`src/isa_pkg.sv`:
```
// ~~~~~~~~~~~~~~~~~~~~~~~~~~~~~~~~~~~~~~~~~~~~~~~
// vector coprocessor ISA fields, select codes
// and functional unit codes
// ~~~~~~~~~~~~~~~~~~~~~~~~~~~~~~~~~~~~~~~~~~~~~~~

package isa_pkg;

    // register number, also carries the 5-bit immediate
    typedef logic [4:0] vreg_t;
    typedef logic [1:0] vsew_t;
    typedef logic [1:0] lmul_t;

    // operand select
    typedef logic [1:0] op_sel_t;
    localparam op_sel_t sel_vreg0 = 2'b00;
    localparam op_sel_t sel_vreg1 = 2'b01;
    localparam op_sel_t sel_scalar = 2'b10;
    localparam op_sel_t sel_imm = 2'b11;

    // functional unit codes
    typedef logic [2:0] fu_id_t;
    localparam fu_id_t fu_none = 3'b000;
    localparam fu_id_t fu_alu = 3'b001;
    localparam fu_id_t fu_mul = 3'b010;
    localparam fu_id_t fu_lsu = 3'b011;

    typedef logic [3:0] alu_op_t;
    typedef logic [3:0] lsu_op_t;
    // the is_mul flag
    typedef logic mul_op_t;
    // wide enough for any unit's operation
    typedef logic [3:0] op_field_t;

    typedef logic [31:0] result_t;

    // only the two register selects can wait on a hazard
    function automatic logic is_vreg(op_sel_t sel);
        return (sel == sel_vreg0) || (sel == sel_vreg1);
    endfunction

endpackage

```
`src/seq_pkg.sv`:
```
// ~~~~~~~~~~~~~~~~~~~~~~~~~~~~~~~~~~~~~~~~~~~~~~~
// sequencer slot states and table entry layout
// ~~~~~~~~~~~~~~~~~~~~~~~~~~~~~~~~~~~~~~~~~~~~~~~

package seq_pkg;

    import isa_pkg::*;

    typedef enum logic [2:0] {
        st_free  = 3'b000,
        st_issue = 3'b001,
        st_read  = 3'b010,
        st_exec  = 3'b011,
        st_write = 3'b100
    } slot_state_t;

    // packs into a 38-bit table word
    typedef struct packed {
        vsew_t       vsew;
        lmul_t       lmul;
        op_sel_t     sel_op_a;
        op_sel_t     sel_op_b;
        fu_id_t      fu;
        op_field_t   op;
        vreg_t       src_a;
        vreg_t       src_b;
        vreg_t       dest;
        vreg_t       imm;
        slot_state_t state;
    } ist_entry_t;

endpackage

```
`src/fu_dispatch.sv`:
```
// ~~~~~~~~~~~~~~~~~~~~~~~~~~~~~~~~~~~~~~~~~~~~~~~
// dispatcher for one functional unit with
// hazard check and held result
// ~~~~~~~~~~~~~~~~~~~~~~~~~~~~~~~~~~~~~~~~~~~~~~~

`timescale 1ns/1ns

module fu_dispatch
    import isa_pkg::*;
    import seq_pkg::*;
#(
    parameter int     num_slots = 8,
    parameter fu_id_t fu_code = fu_alu,
    parameter type    op_t = alu_op_t
) (
    input  logic                         clk,
    input  logic                         nrst,
    input  ist_entry_t                   slots [num_slots],
    input  logic                         unit_ready,
    input  logic                         unit_done,
    input  result_t                      unit_result,
    input  logic                         release_en,
    input  logic [$clog2(num_slots)-1:0] release_slot,
    output logic                         unit_valid,
    output op_t                          unit_op,
    output vreg_t                        unit_vd,
    output vreg_t                        unit_vs1,
    output vreg_t                        unit_vs2,
    output vreg_t                        unit_imm,
    output vsew_t                        unit_vsew,
    output lmul_t                        unit_lmul,
    output logic                         grant,
    output logic [$clog2(num_slots)-1:0] grant_slot,
    output logic                         done,
    output logic [$clog2(num_slots)-1:0] done_slot,
    output result_t                      hold_result
);

    localparam int idx_w = $clog2(num_slots);

    typedef enum logic [1:0] {
        d_idle,
        d_offer,
        d_exec,
        d_hold
    } disp_state_t;

    disp_state_t state;
    logic found;
    logic [idx_w-1:0] cand_idx;
    logic [idx_w-1:0] cur_slot;
    ist_entry_t cand;
    // producing unit of each operand, none when free
    fu_id_t q_a;
    fu_id_t q_b;
    logic r_a;
    logic r_b;
    logic issue_now;

    always_comb begin
        found = 1'b0;
        cand_idx = '0;
        for (int i = num_slots - 1; i >= 0; i--) begin
            if (slots[i].state == st_read && slots[i].fu == fu_code) begin
                found = 1'b1;
                cand_idx = idx_w'(i);
            end
        end
    end

    assign cand = slots[cand_idx];

    // raw check against results not yet written back
    always_comb begin
        q_a = fu_none;
        q_b = fu_none;
        for (int i = num_slots - 1; i >= 0; i--) begin
            if (slots[i].state == st_exec || slots[i].state == st_write) begin
                if (is_vreg(cand.sel_op_a) && slots[i].dest == cand.src_a) begin
                    q_a = slots[i].fu;
                end
                if (is_vreg(cand.sel_op_b) && slots[i].dest == cand.src_b) begin
                    q_b = slots[i].fu;
                end
            end
        end
    end

    assign r_a = (q_a == fu_none);
    assign r_b = (q_b == fu_none);
    assign issue_now = (state == d_idle) && found && r_a && r_b;

    always_ff @(posedge clk) begin
        if (!nrst) begin
            state <= d_idle;
        end else begin
            case (state)
                d_idle: if (issue_now) state <= d_offer;
                d_offer: if (unit_ready) state <= d_exec;
                d_exec: if (unit_done) state <= d_hold;
                d_hold: if (release_en && release_slot == cur_slot) state <= d_idle;
                default: state <= d_idle;
            endcase
        end
    end

    always_ff @(posedge clk) begin
        if (issue_now) begin
            cur_slot <= cand_idx;
            unit_op <= op_t'(cand.op);
            unit_vd <= cand.dest;
            unit_vsew <= cand.vsew;
            unit_lmul <= cand.lmul;
            // immediate select forwards a zero register field
            unit_vs1 <= (cand.sel_op_a == sel_imm) ? '0 : cand.src_a;
            unit_vs2 <= (cand.sel_op_b == sel_imm) ? '0 : cand.src_b;
            if (cand.sel_op_a == sel_imm || cand.sel_op_b == sel_imm) begin
                unit_imm <= cand.imm;
            end else begin
                unit_imm <= '0;
            end
        end
        if (state == d_exec && unit_done) begin
            hold_result <= unit_result;
        end
    end

    assign unit_valid = (state == d_offer);
    assign grant = unit_valid && unit_ready;
    assign grant_slot = cur_slot;
    assign done = (state == d_exec) && unit_done;
    assign done_slot = cur_slot;

    a_done_in_exec: assert property (@(posedge clk) disable iff (!nrst)
        unit_done |-> state == d_exec);

endmodule

```
`src/instr_status_table.sv`:
```
// ~~~~~~~~~~~~~~~~~~~~~~~~~~~~~~~~~~~~~~~~~~~~~~~
// instruction status table, takes decoded
// instructions and steps each slot to writeback
// ~~~~~~~~~~~~~~~~~~~~~~~~~~~~~~~~~~~~~~~~~~~~~~~

`timescale 1ns/1ns

module instr_status_table
    import isa_pkg::*;
    import seq_pkg::*;
#(
    parameter int num_slots = 8
) (
    input  logic                         clk,
    input  logic                         nrst,
    input  logic                         instr_valid,
    input  alu_op_t                      v_alu_op,
    input  mul_op_t                      is_mul,
    input  lsu_op_t                      v_lsu_op,
    input  vsew_t                        vsew,
    input  lmul_t                        lmul,
    input  op_sel_t                      sel_op_a,
    input  op_sel_t                      sel_op_b,
    input  vreg_t                        src_a,
    input  vreg_t                        src_b,
    input  vreg_t                        dest,
    input  vreg_t                        imm,
    input  logic [2:0]                   grant,
    input  logic [$clog2(num_slots)-1:0] grant_slot [3],
    input  logic [2:0]                   done,
    input  logic [$clog2(num_slots)-1:0] done_slot [3],
    input  logic                         release_en,
    input  logic [$clog2(num_slots)-1:0] release_slot,
    output logic                         instr_ready,
    output ist_entry_t                   slots [num_slots]
);

    localparam int idx_w = $clog2(num_slots);

    logic [num_slots-1:0] occupied;
    logic [idx_w-1:0] free_idx;
    logic accept;
    ist_entry_t new_entry;

    // lowest free slot gets the next instruction
    always_comb begin
        free_idx = '0;
        for (int i = num_slots - 1; i >= 0; i--) begin
            occupied[i] = (slots[i].state != st_free);
            if (!occupied[i]) begin
                free_idx = idx_w'(i);
            end
        end
    end

    assign instr_ready = ~&occupied;
    assign accept = instr_valid && instr_ready;

    // unit priority is alu, then mul, then lsu
    always_comb begin
        new_entry = '0;
        new_entry.vsew = vsew;
        new_entry.lmul = lmul;
        new_entry.sel_op_a = sel_op_a;
        new_entry.sel_op_b = sel_op_b;
        new_entry.src_a = src_a;
        new_entry.src_b = src_b;
        new_entry.dest = dest;
        new_entry.imm = imm;
        new_entry.state = st_issue;
        if (v_alu_op != '0) begin
            new_entry.fu = fu_alu;
            new_entry.op = op_field_t'(v_alu_op);
        end else if (is_mul) begin
            new_entry.fu = fu_mul;
            new_entry.op = op_field_t'(is_mul);
        end else if (v_lsu_op != '0) begin
            new_entry.fu = fu_lsu;
            new_entry.op = op_field_t'(v_lsu_op);
        end
    end

    always_ff @(posedge clk) begin
        // payload fields
        if (accept) begin
            slots[free_idx] <= new_entry;
        end
        if (!nrst) begin
            for (int i = 0; i < num_slots; i++) begin
                slots[i].state <= st_free;
            end
        end else begin
            for (int i = 0; i < num_slots; i++) begin
                if (slots[i].state == st_issue) begin
                    slots[i].state <= st_read;
                end
            end
            for (int u = 0; u < 3; u++) begin
                if (grant[u]) begin
                    slots[grant_slot[u]].state <= st_exec;
                end
                if (done[u]) begin
                    slots[done_slot[u]].state <= st_write;
                end
            end
            if (release_en) begin
                slots[release_slot].state <= st_free;
            end
        end
    end

    // new instructions only land in a free slot
    a_accept_free: assert property (@(posedge clk) disable iff (!nrst)
        accept |-> slots[free_idx].state == st_free);

    for (genvar u = 0; u < 3; u++) begin : g_grant_chk
        a_grant_read: assert property (@(posedge clk) disable iff (!nrst)
            grant[u] |-> slots[grant_slot[u]].state == st_read);
    end

endmodule

```
`src/v_sequencer.sv`:
```
// ~~~~~~~~~~~~~~~~~~~~~~~~~~~~~~~~~~~~~~~~~~~~~~~
// vector sequencer top, scoreboard over the
// valu, vmul and vlsu units
// ~~~~~~~~~~~~~~~~~~~~~~~~~~~~~~~~~~~~~~~~~~~~~~~

`timescale 1ns/1ns

module v_sequencer
    import isa_pkg::*;
    import seq_pkg::*;
#(
    parameter int num_slots = 8
) (
    input  logic    clk,
    input  logic    nrst,
    // decoder intake
    input  logic    instr_valid,
    output logic    instr_ready,
    input  alu_op_t v_alu_op,
    input  mul_op_t is_mul,
    input  lsu_op_t v_lsu_op,
    input  vsew_t   vsew,
    input  lmul_t   lmul,
    input  op_sel_t sel_op_a,
    input  op_sel_t sel_op_b,
    input  vreg_t   src_a,
    input  vreg_t   src_b,
    input  vreg_t   dest,
    input  vreg_t   imm,
    // valu
    output logic    alu_valid,
    output alu_op_t alu_op,
    output vreg_t   alu_vd,
    output vreg_t   alu_vs1,
    output vreg_t   alu_vs2,
    output vreg_t   alu_imm,
    output vsew_t   alu_vsew,
    output lmul_t   alu_lmul,
    input  logic    alu_ready,
    input  logic    alu_done,
    input  result_t alu_result,
    // vmul
    output logic    mul_valid,
    output mul_op_t mul_op,
    output vreg_t   mul_vd,
    output vreg_t   mul_vs1,
    output vreg_t   mul_vs2,
    output vreg_t   mul_imm,
    output vsew_t   mul_vsew,
    output lmul_t   mul_lmul,
    input  logic    mul_ready,
    input  logic    mul_done,
    input  result_t mul_result,
    // vlsu
    output logic    lsu_valid,
    output lsu_op_t lsu_op,
    output vreg_t   lsu_vd,
    output vreg_t   lsu_vs1,
    output vreg_t   lsu_vs2,
    output vreg_t   lsu_imm,
    output vsew_t   lsu_vsew,
    output lmul_t   lsu_lmul,
    input  logic    lsu_ready,
    input  logic    lsu_done,
    input  result_t lsu_result,
    // register file write port
    output logic    reg_wr_valid,
    output vreg_t   reg_wr_addr,
    output result_t reg_wr_data,
    input  logic    reg_wr_ready
);

    localparam int idx_w = $clog2(num_slots);

    ist_entry_t slots [num_slots];
    // unit order alu, mul, lsu
    logic [2:0] grant;
    logic [2:0] done;
    logic [idx_w-1:0] grant_slot [3];
    logic [idx_w-1:0] done_slot [3];
    result_t hold_result [3];
    logic release_en;
    logic [idx_w-1:0] release_slot;

    instr_status_table #(.num_slots(num_slots)) u_table (
        .clk(clk), .nrst(nrst), .instr_valid(instr_valid),
        .v_alu_op(v_alu_op), .is_mul(is_mul), .v_lsu_op(v_lsu_op),
        .vsew(vsew), .lmul(lmul), .sel_op_a(sel_op_a), .sel_op_b(sel_op_b),
        .src_a(src_a), .src_b(src_b), .dest(dest), .imm(imm),
        .grant(grant), .grant_slot(grant_slot), .done(done), .done_slot(done_slot),
        .release_en(release_en), .release_slot(release_slot),
        .instr_ready(instr_ready), .slots(slots)
    );

    fu_dispatch #(.num_slots(num_slots), .fu_code(fu_alu), .op_t(alu_op_t)) u_alu_disp (
        .clk(clk), .nrst(nrst), .slots(slots),
        .unit_ready(alu_ready), .unit_done(alu_done), .unit_result(alu_result),
        .release_en(release_en), .release_slot(release_slot),
        .unit_valid(alu_valid), .unit_op(alu_op), .unit_vd(alu_vd),
        .unit_vs1(alu_vs1), .unit_vs2(alu_vs2), .unit_imm(alu_imm),
        .unit_vsew(alu_vsew), .unit_lmul(alu_lmul),
        .grant(grant[0]), .grant_slot(grant_slot[0]),
        .done(done[0]), .done_slot(done_slot[0]), .hold_result(hold_result[0])
    );

    fu_dispatch #(.num_slots(num_slots), .fu_code(fu_mul), .op_t(mul_op_t)) u_mul_disp (
        .clk(clk), .nrst(nrst), .slots(slots),
        .unit_ready(mul_ready), .unit_done(mul_done), .unit_result(mul_result),
        .release_en(release_en), .release_slot(release_slot),
        .unit_valid(mul_valid), .unit_op(mul_op), .unit_vd(mul_vd),
        .unit_vs1(mul_vs1), .unit_vs2(mul_vs2), .unit_imm(mul_imm),
        .unit_vsew(mul_vsew), .unit_lmul(mul_lmul),
        .grant(grant[1]), .grant_slot(grant_slot[1]),
        .done(done[1]), .done_slot(done_slot[1]), .hold_result(hold_result[1])
    );

    fu_dispatch #(.num_slots(num_slots), .fu_code(fu_lsu), .op_t(lsu_op_t)) u_lsu_disp (
        .clk(clk), .nrst(nrst), .slots(slots),
        .unit_ready(lsu_ready), .unit_done(lsu_done), .unit_result(lsu_result),
        .release_en(release_en), .release_slot(release_slot),
        .unit_valid(lsu_valid), .unit_op(lsu_op), .unit_vd(lsu_vd),
        .unit_vs1(lsu_vs1), .unit_vs2(lsu_vs2), .unit_imm(lsu_imm),
        .unit_vsew(lsu_vsew), .unit_lmul(lsu_lmul),
        .grant(grant[2]), .grant_slot(grant_slot[2]),
        .done(done[2]), .done_slot(done_slot[2]), .hold_result(hold_result[2])
    );

    writeback_arbiter #(.num_slots(num_slots)) u_wb_arb (
        .clk(clk), .nrst(nrst), .slots(slots), .hold_result(hold_result),
        .reg_wr_ready(reg_wr_ready), .reg_wr_valid(reg_wr_valid),
        .reg_wr_addr(reg_wr_addr), .reg_wr_data(reg_wr_data),
        .release_en(release_en), .release_slot(release_slot)
    );

endmodule

```
`src/writeback_arbiter.sv`:
```
// ~~~~~~~~~~~~~~~~~~~~~~~~~~~~~~~~~~~~~~~~~~~~~~~
// writeback arbiter for the register file port
// ~~~~~~~~~~~~~~~~~~~~~~~~~~~~~~~~~~~~~~~~~~~~~~~

`timescale 1ns/1ns

module writeback_arbiter
    import isa_pkg::*;
    import seq_pkg::*;
#(
    parameter int num_slots = 8
) (
    input  logic                         clk,
    input  logic                         nrst,
    input  ist_entry_t                   slots [num_slots],
    input  result_t                      hold_result [3],
    input  logic                         reg_wr_ready,
    output logic                         reg_wr_valid,
    output vreg_t                        reg_wr_addr,
    output result_t                      reg_wr_data,
    output logic                         release_en,
    output logic [$clog2(num_slots)-1:0] release_slot
);

    localparam int idx_w = $clog2(num_slots);

    logic found;
    logic [idx_w-1:0] pick_idx;
    logic [idx_w-1:0] cur_slot;
    ist_entry_t pick;
    logic [1:0] unit_idx;

    always_comb begin
        found = 1'b0;
        pick_idx = '0;
        for (int i = num_slots - 1; i >= 0; i--) begin
            if (slots[i].state == st_write) begin
                found = 1'b1;
                pick_idx = idx_w'(i);
            end
        end
    end

    assign pick = slots[pick_idx];

    // held results come in alu, mul, lsu order
    always_comb begin
        case (pick.fu)
            fu_mul: unit_idx = 2'd1;
            fu_lsu: unit_idx = 2'd2;
            default: unit_idx = 2'd0;
        endcase
    end

    always_ff @(posedge clk) begin
        if (!nrst) begin
            reg_wr_valid <= 1'b0;
        end else if (!reg_wr_valid) begin
            reg_wr_valid <= found;
        end else if (reg_wr_ready) begin
            reg_wr_valid <= 1'b0;
        end
    end

    always_ff @(posedge clk) begin
        if (!reg_wr_valid && found) begin
            reg_wr_addr <= pick.dest;
            reg_wr_data <= hold_result[unit_idx];
            cur_slot <= pick_idx;
        end
    end

    assign release_en = reg_wr_valid && reg_wr_ready;
    assign release_slot = cur_slot;

    a_wr_stable: assert property (@(posedge clk) disable iff (!nrst)
        (reg_wr_valid && !reg_wr_ready) |=>
            (reg_wr_valid && $stable(reg_wr_addr) && $stable(reg_wr_data)));

endmodule
```
`config.mk`:
```
export PLATFORM = sky130hd
export DESIGN_NAME = v_sequencer
export DESIGN_NICKNAME = d
export VERILOG_FILES = /design/src/isa_pkg.sv /design/src/seq_pkg.sv /design/src/fu_dispatch.sv /design/src/instr_status_table.sv /design/src/v_sequencer.sv /design/src/writeback_arbiter.sv
export SDC_FILE = /design/constraint.sdc
export NUM_CORES = 2
export LEC_CHECK = 0
export BUFFER_PORTS_ARGS = -buffer_cell sky130_fd_sc_hd__buf_4
export CAP_MARGIN = 10
export CORE_MARGIN = 3
export CORE_UTILIZATION = 30
export DETAILED_ROUTE_END_ITERATION = 10
export GPL_ROUTABILITY_DRIVEN = 0
export PLACE_DENSITY_LB_ADDON = 0.12
export SKIP_CTS_REPAIR_TIMING = 1
export SLEW_MARGIN = 20
export SYNTH_ARGS = -nofsm -noshare
export SYNTH_HDL_FRONTEND = slang
export SYNTH_HIERARCHICAL = 1
export SYNTH_SLANG_ARGS = --single-unit
```
`constraint.sdc`:
```
create_clock -name clk -period 13.4 [get_ports clk]
set_input_delay 0 -clock clk [delete_from_list [all_inputs] [get_ports clk]]
set_output_delay 0 -clock clk [all_outputs]
set_load 0.1 [all_outputs]
```
==> out/qor.yml <==
run_status:
  status: "completed"
route:
  via_per_inst: 5.61
  drc: 0
  dr.pass1.iters: 7
  routed_wl_mm: 145
  dr.first_iter.drc_count: 3295
  vias: 29463
  ant_nets: 0
  wl_per_cell_um: 27.5
finish:
  area_delta_synth_final_pct: 22.1
  fin_nets: 3882
  final_area_sq_mm: 0.0404
  fill_cells: 10945
  diodes: 0
  drive_gt1_frac: 0.177
  postLayoutCoreUtil: 0.370
  multiInputGateArea_sq_mm: 0.0163
  ff_latch_area_sq_mm: 0.0158
timing:
  fin_crit_ns: 7.14
  fin_tns_setup_ns: 0
  drv_slew: 0
  relSlewSlack: 0.252
  finalSetupViolations: 0
  max_freq_ghz: 0.140
  rsz0062_at_grt: "no"
  finClkSkew_ns: 0.0326
  min_period_over_period: 0.533
  worstMarginPinSlew_ns: 1.12
  hold_viol: 0
floorplan:
  fp.coreArea_sq_mm: 0.109
  die-area_sq_mm: 0.114
  io_pins: 266
  die_h_um: 338
  rows: 121
  initial_core_util: 0.303
  die_w_um: 338
synthesis:
  synth_async_sr_flop_share: 0
  synth-seq-cells: 537
  synthMuxAreaShare: 0.0393
  synth.cell_area_sq_mm: 0.0331
  synth_cells: 3351
  yosys.area.top_type: "edfxtp_1"
  post-synth-top-count-cell: "nand2_1"
  synth-simple-area-share: 0.243
  synth_edf_count: 506
  synthXorXnorAreaFrac: 0.0620
  syn-num-nets: 3506
  avgSynthCellArea_sq_um: 9.87
  synth_fa_ha_area_frac: 0.00454
  synth_compound_area_frac: 0.139
  synth_top_area_frac: 0.460
  ys_types: 136
  synth_top_family_by_area: "simple AND/OR/NAND/NOR gates"
  synth_seq_area_share: 0.478
  synth_area_leaders: "edfxtp_1, nand2_1, nand3_1, xor2_1, xnor2_1"
  synth_commonest_cells: "nand2_1, edfxtp_1, nand3_1"
  ys.flop_type: "edfxtp_1"
  yosys_warnings: 6
placed_design:
  place_area_sq_mm: 0.0368
  numPortBuffers: 265
  dpl.hpwl_mm: 98.8
clock_network:
  cts_buffers: 61
  root_buffer: "clkbuf_16"
  cts_tree: "done"
  cts.sinks: 537
  clk_latency_ns: 0.69
  h-tree-depth: 2
  path_clk_slew_ns: 0.06
  clk_path_buf_depth: 3
worst_setup_path:
  crit_path_max_fanout: 49
  rr_worst_depth: 19
  crit_top_cell: "buf_4"
  startpoint_type: "register"
  critPathCaptureType: "register"
  crit_slowest_cell: "a211oi_2"
  path_cells: "nor2_1 > and4_1 > a211oi_2 > buf_4 > o21ai_2 > nand2_2 > inv_2 > buf_4 > o21ai_0 > a211oi_2 > xor2_1 > nand4_1 > nor4_1 > o21bai_1 > o211ai_1 > a221oi_4 > buf_4 > o21ai_1 > mux2i_1"
  cp.required_ns: 13.95
  path_class: "register to register"
  max_stage_delay_ns: 0.85
  arrival_ns: 7.69
grt:
  track_usage: 0.244
  grt_max_degree: 74
  grt_pass1_vias: 26948
  grt_overflow: 0
  grt_pass1_wl_mm: 203
  antenna_found_initial: 1
run:
  drv_cap: 0
pwr:
  p_leak_nw: 14.6
  finalPower_mw: 6.15
  power_density_mw_per_mm2: 152
  vdd_drop_max_v: 0.000124
min_path:
  hold_path.class: "input pin to register"
  hold_depth: 2
[cell usage in the layout (no fill, tap or decap), types with 19 or more instances in the layout]
cell,n
nor4_1,62
dfxtp_1,31
or3_1,27
o221ai_1,29
or4_1,20
buf_4,350
nor3_1,36
edfxtp_1,506
clkbuf_16,62
nor2b_1,26
mux2_4,40
nand4_1,53
and3_1,34
a31oi_1,32
inv_1,47
o21ai_0,127
nand2b_1,35
xnor2_1,106
xor2_1,128
nor2_1,169
o211ai_1,21
mux2i_1,35
a211oi_1,43
a21oi_1,137
nand2_1,625
dlygate4sd3_1,144
mux2_2,23
nand3_1,349
a211o_1,19
[worst max-delay path: cells and delay by family (launching register included)]
| family | cells | cell delay, ns |
|---|---|---|
| DFF | 1 | 0.53 |
| and+or+nand+nor | 5 | 2.19 |
| xor gates and xnor gates | 1 | 0.20 |
| buffers and inverters | 4 | 1.52 |
| AOI/OAI and AO/OA | 8 | 2.36 |
| muxes | 1 | 0.14 |
[logic make-up (layout without fill, tap and decap cells)]
family,count (synthesis),count (layout)
fa+ha+maj,12,12
compound gates,625,625
buf+inv,239,664
xor+xnor,234,234
mux,106,106
simple gates,1598,1598
flops,537,537
[per-layer routing]
metal / wire length [um] / track usage
met1: 63300 / 0.344
met2: 63900 / 0.377
met3: 11600 / 0.0383
met4: 5790 / 0.0907
met5: 0 / 0
[worst paths after layout]
kind	from	to	slack (ns)
max	register	u_mul_disp/state[1]	6.26
min	lsu_result[29]	u_lsu_disp/hold_result[29]	0.06
max reg2reg	register	u_mul_disp/state[1]	6.26
min reg2reg	u_mul_disp/state[1]	u_mul_disp/state[1]	0.51
[report_power, final]
group	switching (mW)	total (mW)	leakage, nW	internal, mW
sequential	0.149	2.19	4.85	2.04
combinational	1.54	2.20	8.69	0.657
clock	0.735	1.76	1.01	1.03
total	2.43	6.15	14.6	3.72
[per-stage QoR]
stage	worst slack [ns]	hold slack (ns)	instances
after floorplan	6.93	0.0989	3351
after global placement	6.48	0.178	4996
after detailed placement	6.47	0.179	4996
after CTS	6.43	-0.547	5108
after global routing	5.99	0.0368	5252
final	6.26	0.0577	5252
[layout make-up]
| type | count | area share |
|---|---|---|
| clock buffer | 69 | 0.0393 |
| tap | 1476 | 0.0457 |
| multi-input combinational | 2575 | 0.405 |
| clock inverter | 43 | 0.0121 |
| sequential | 537 | 0.392 |
| timing repair buffer | 494 | 0.101 |
| inverter | 58 | 0.00545 |
No activity file was read; power rests on OpenSTA's default activity.
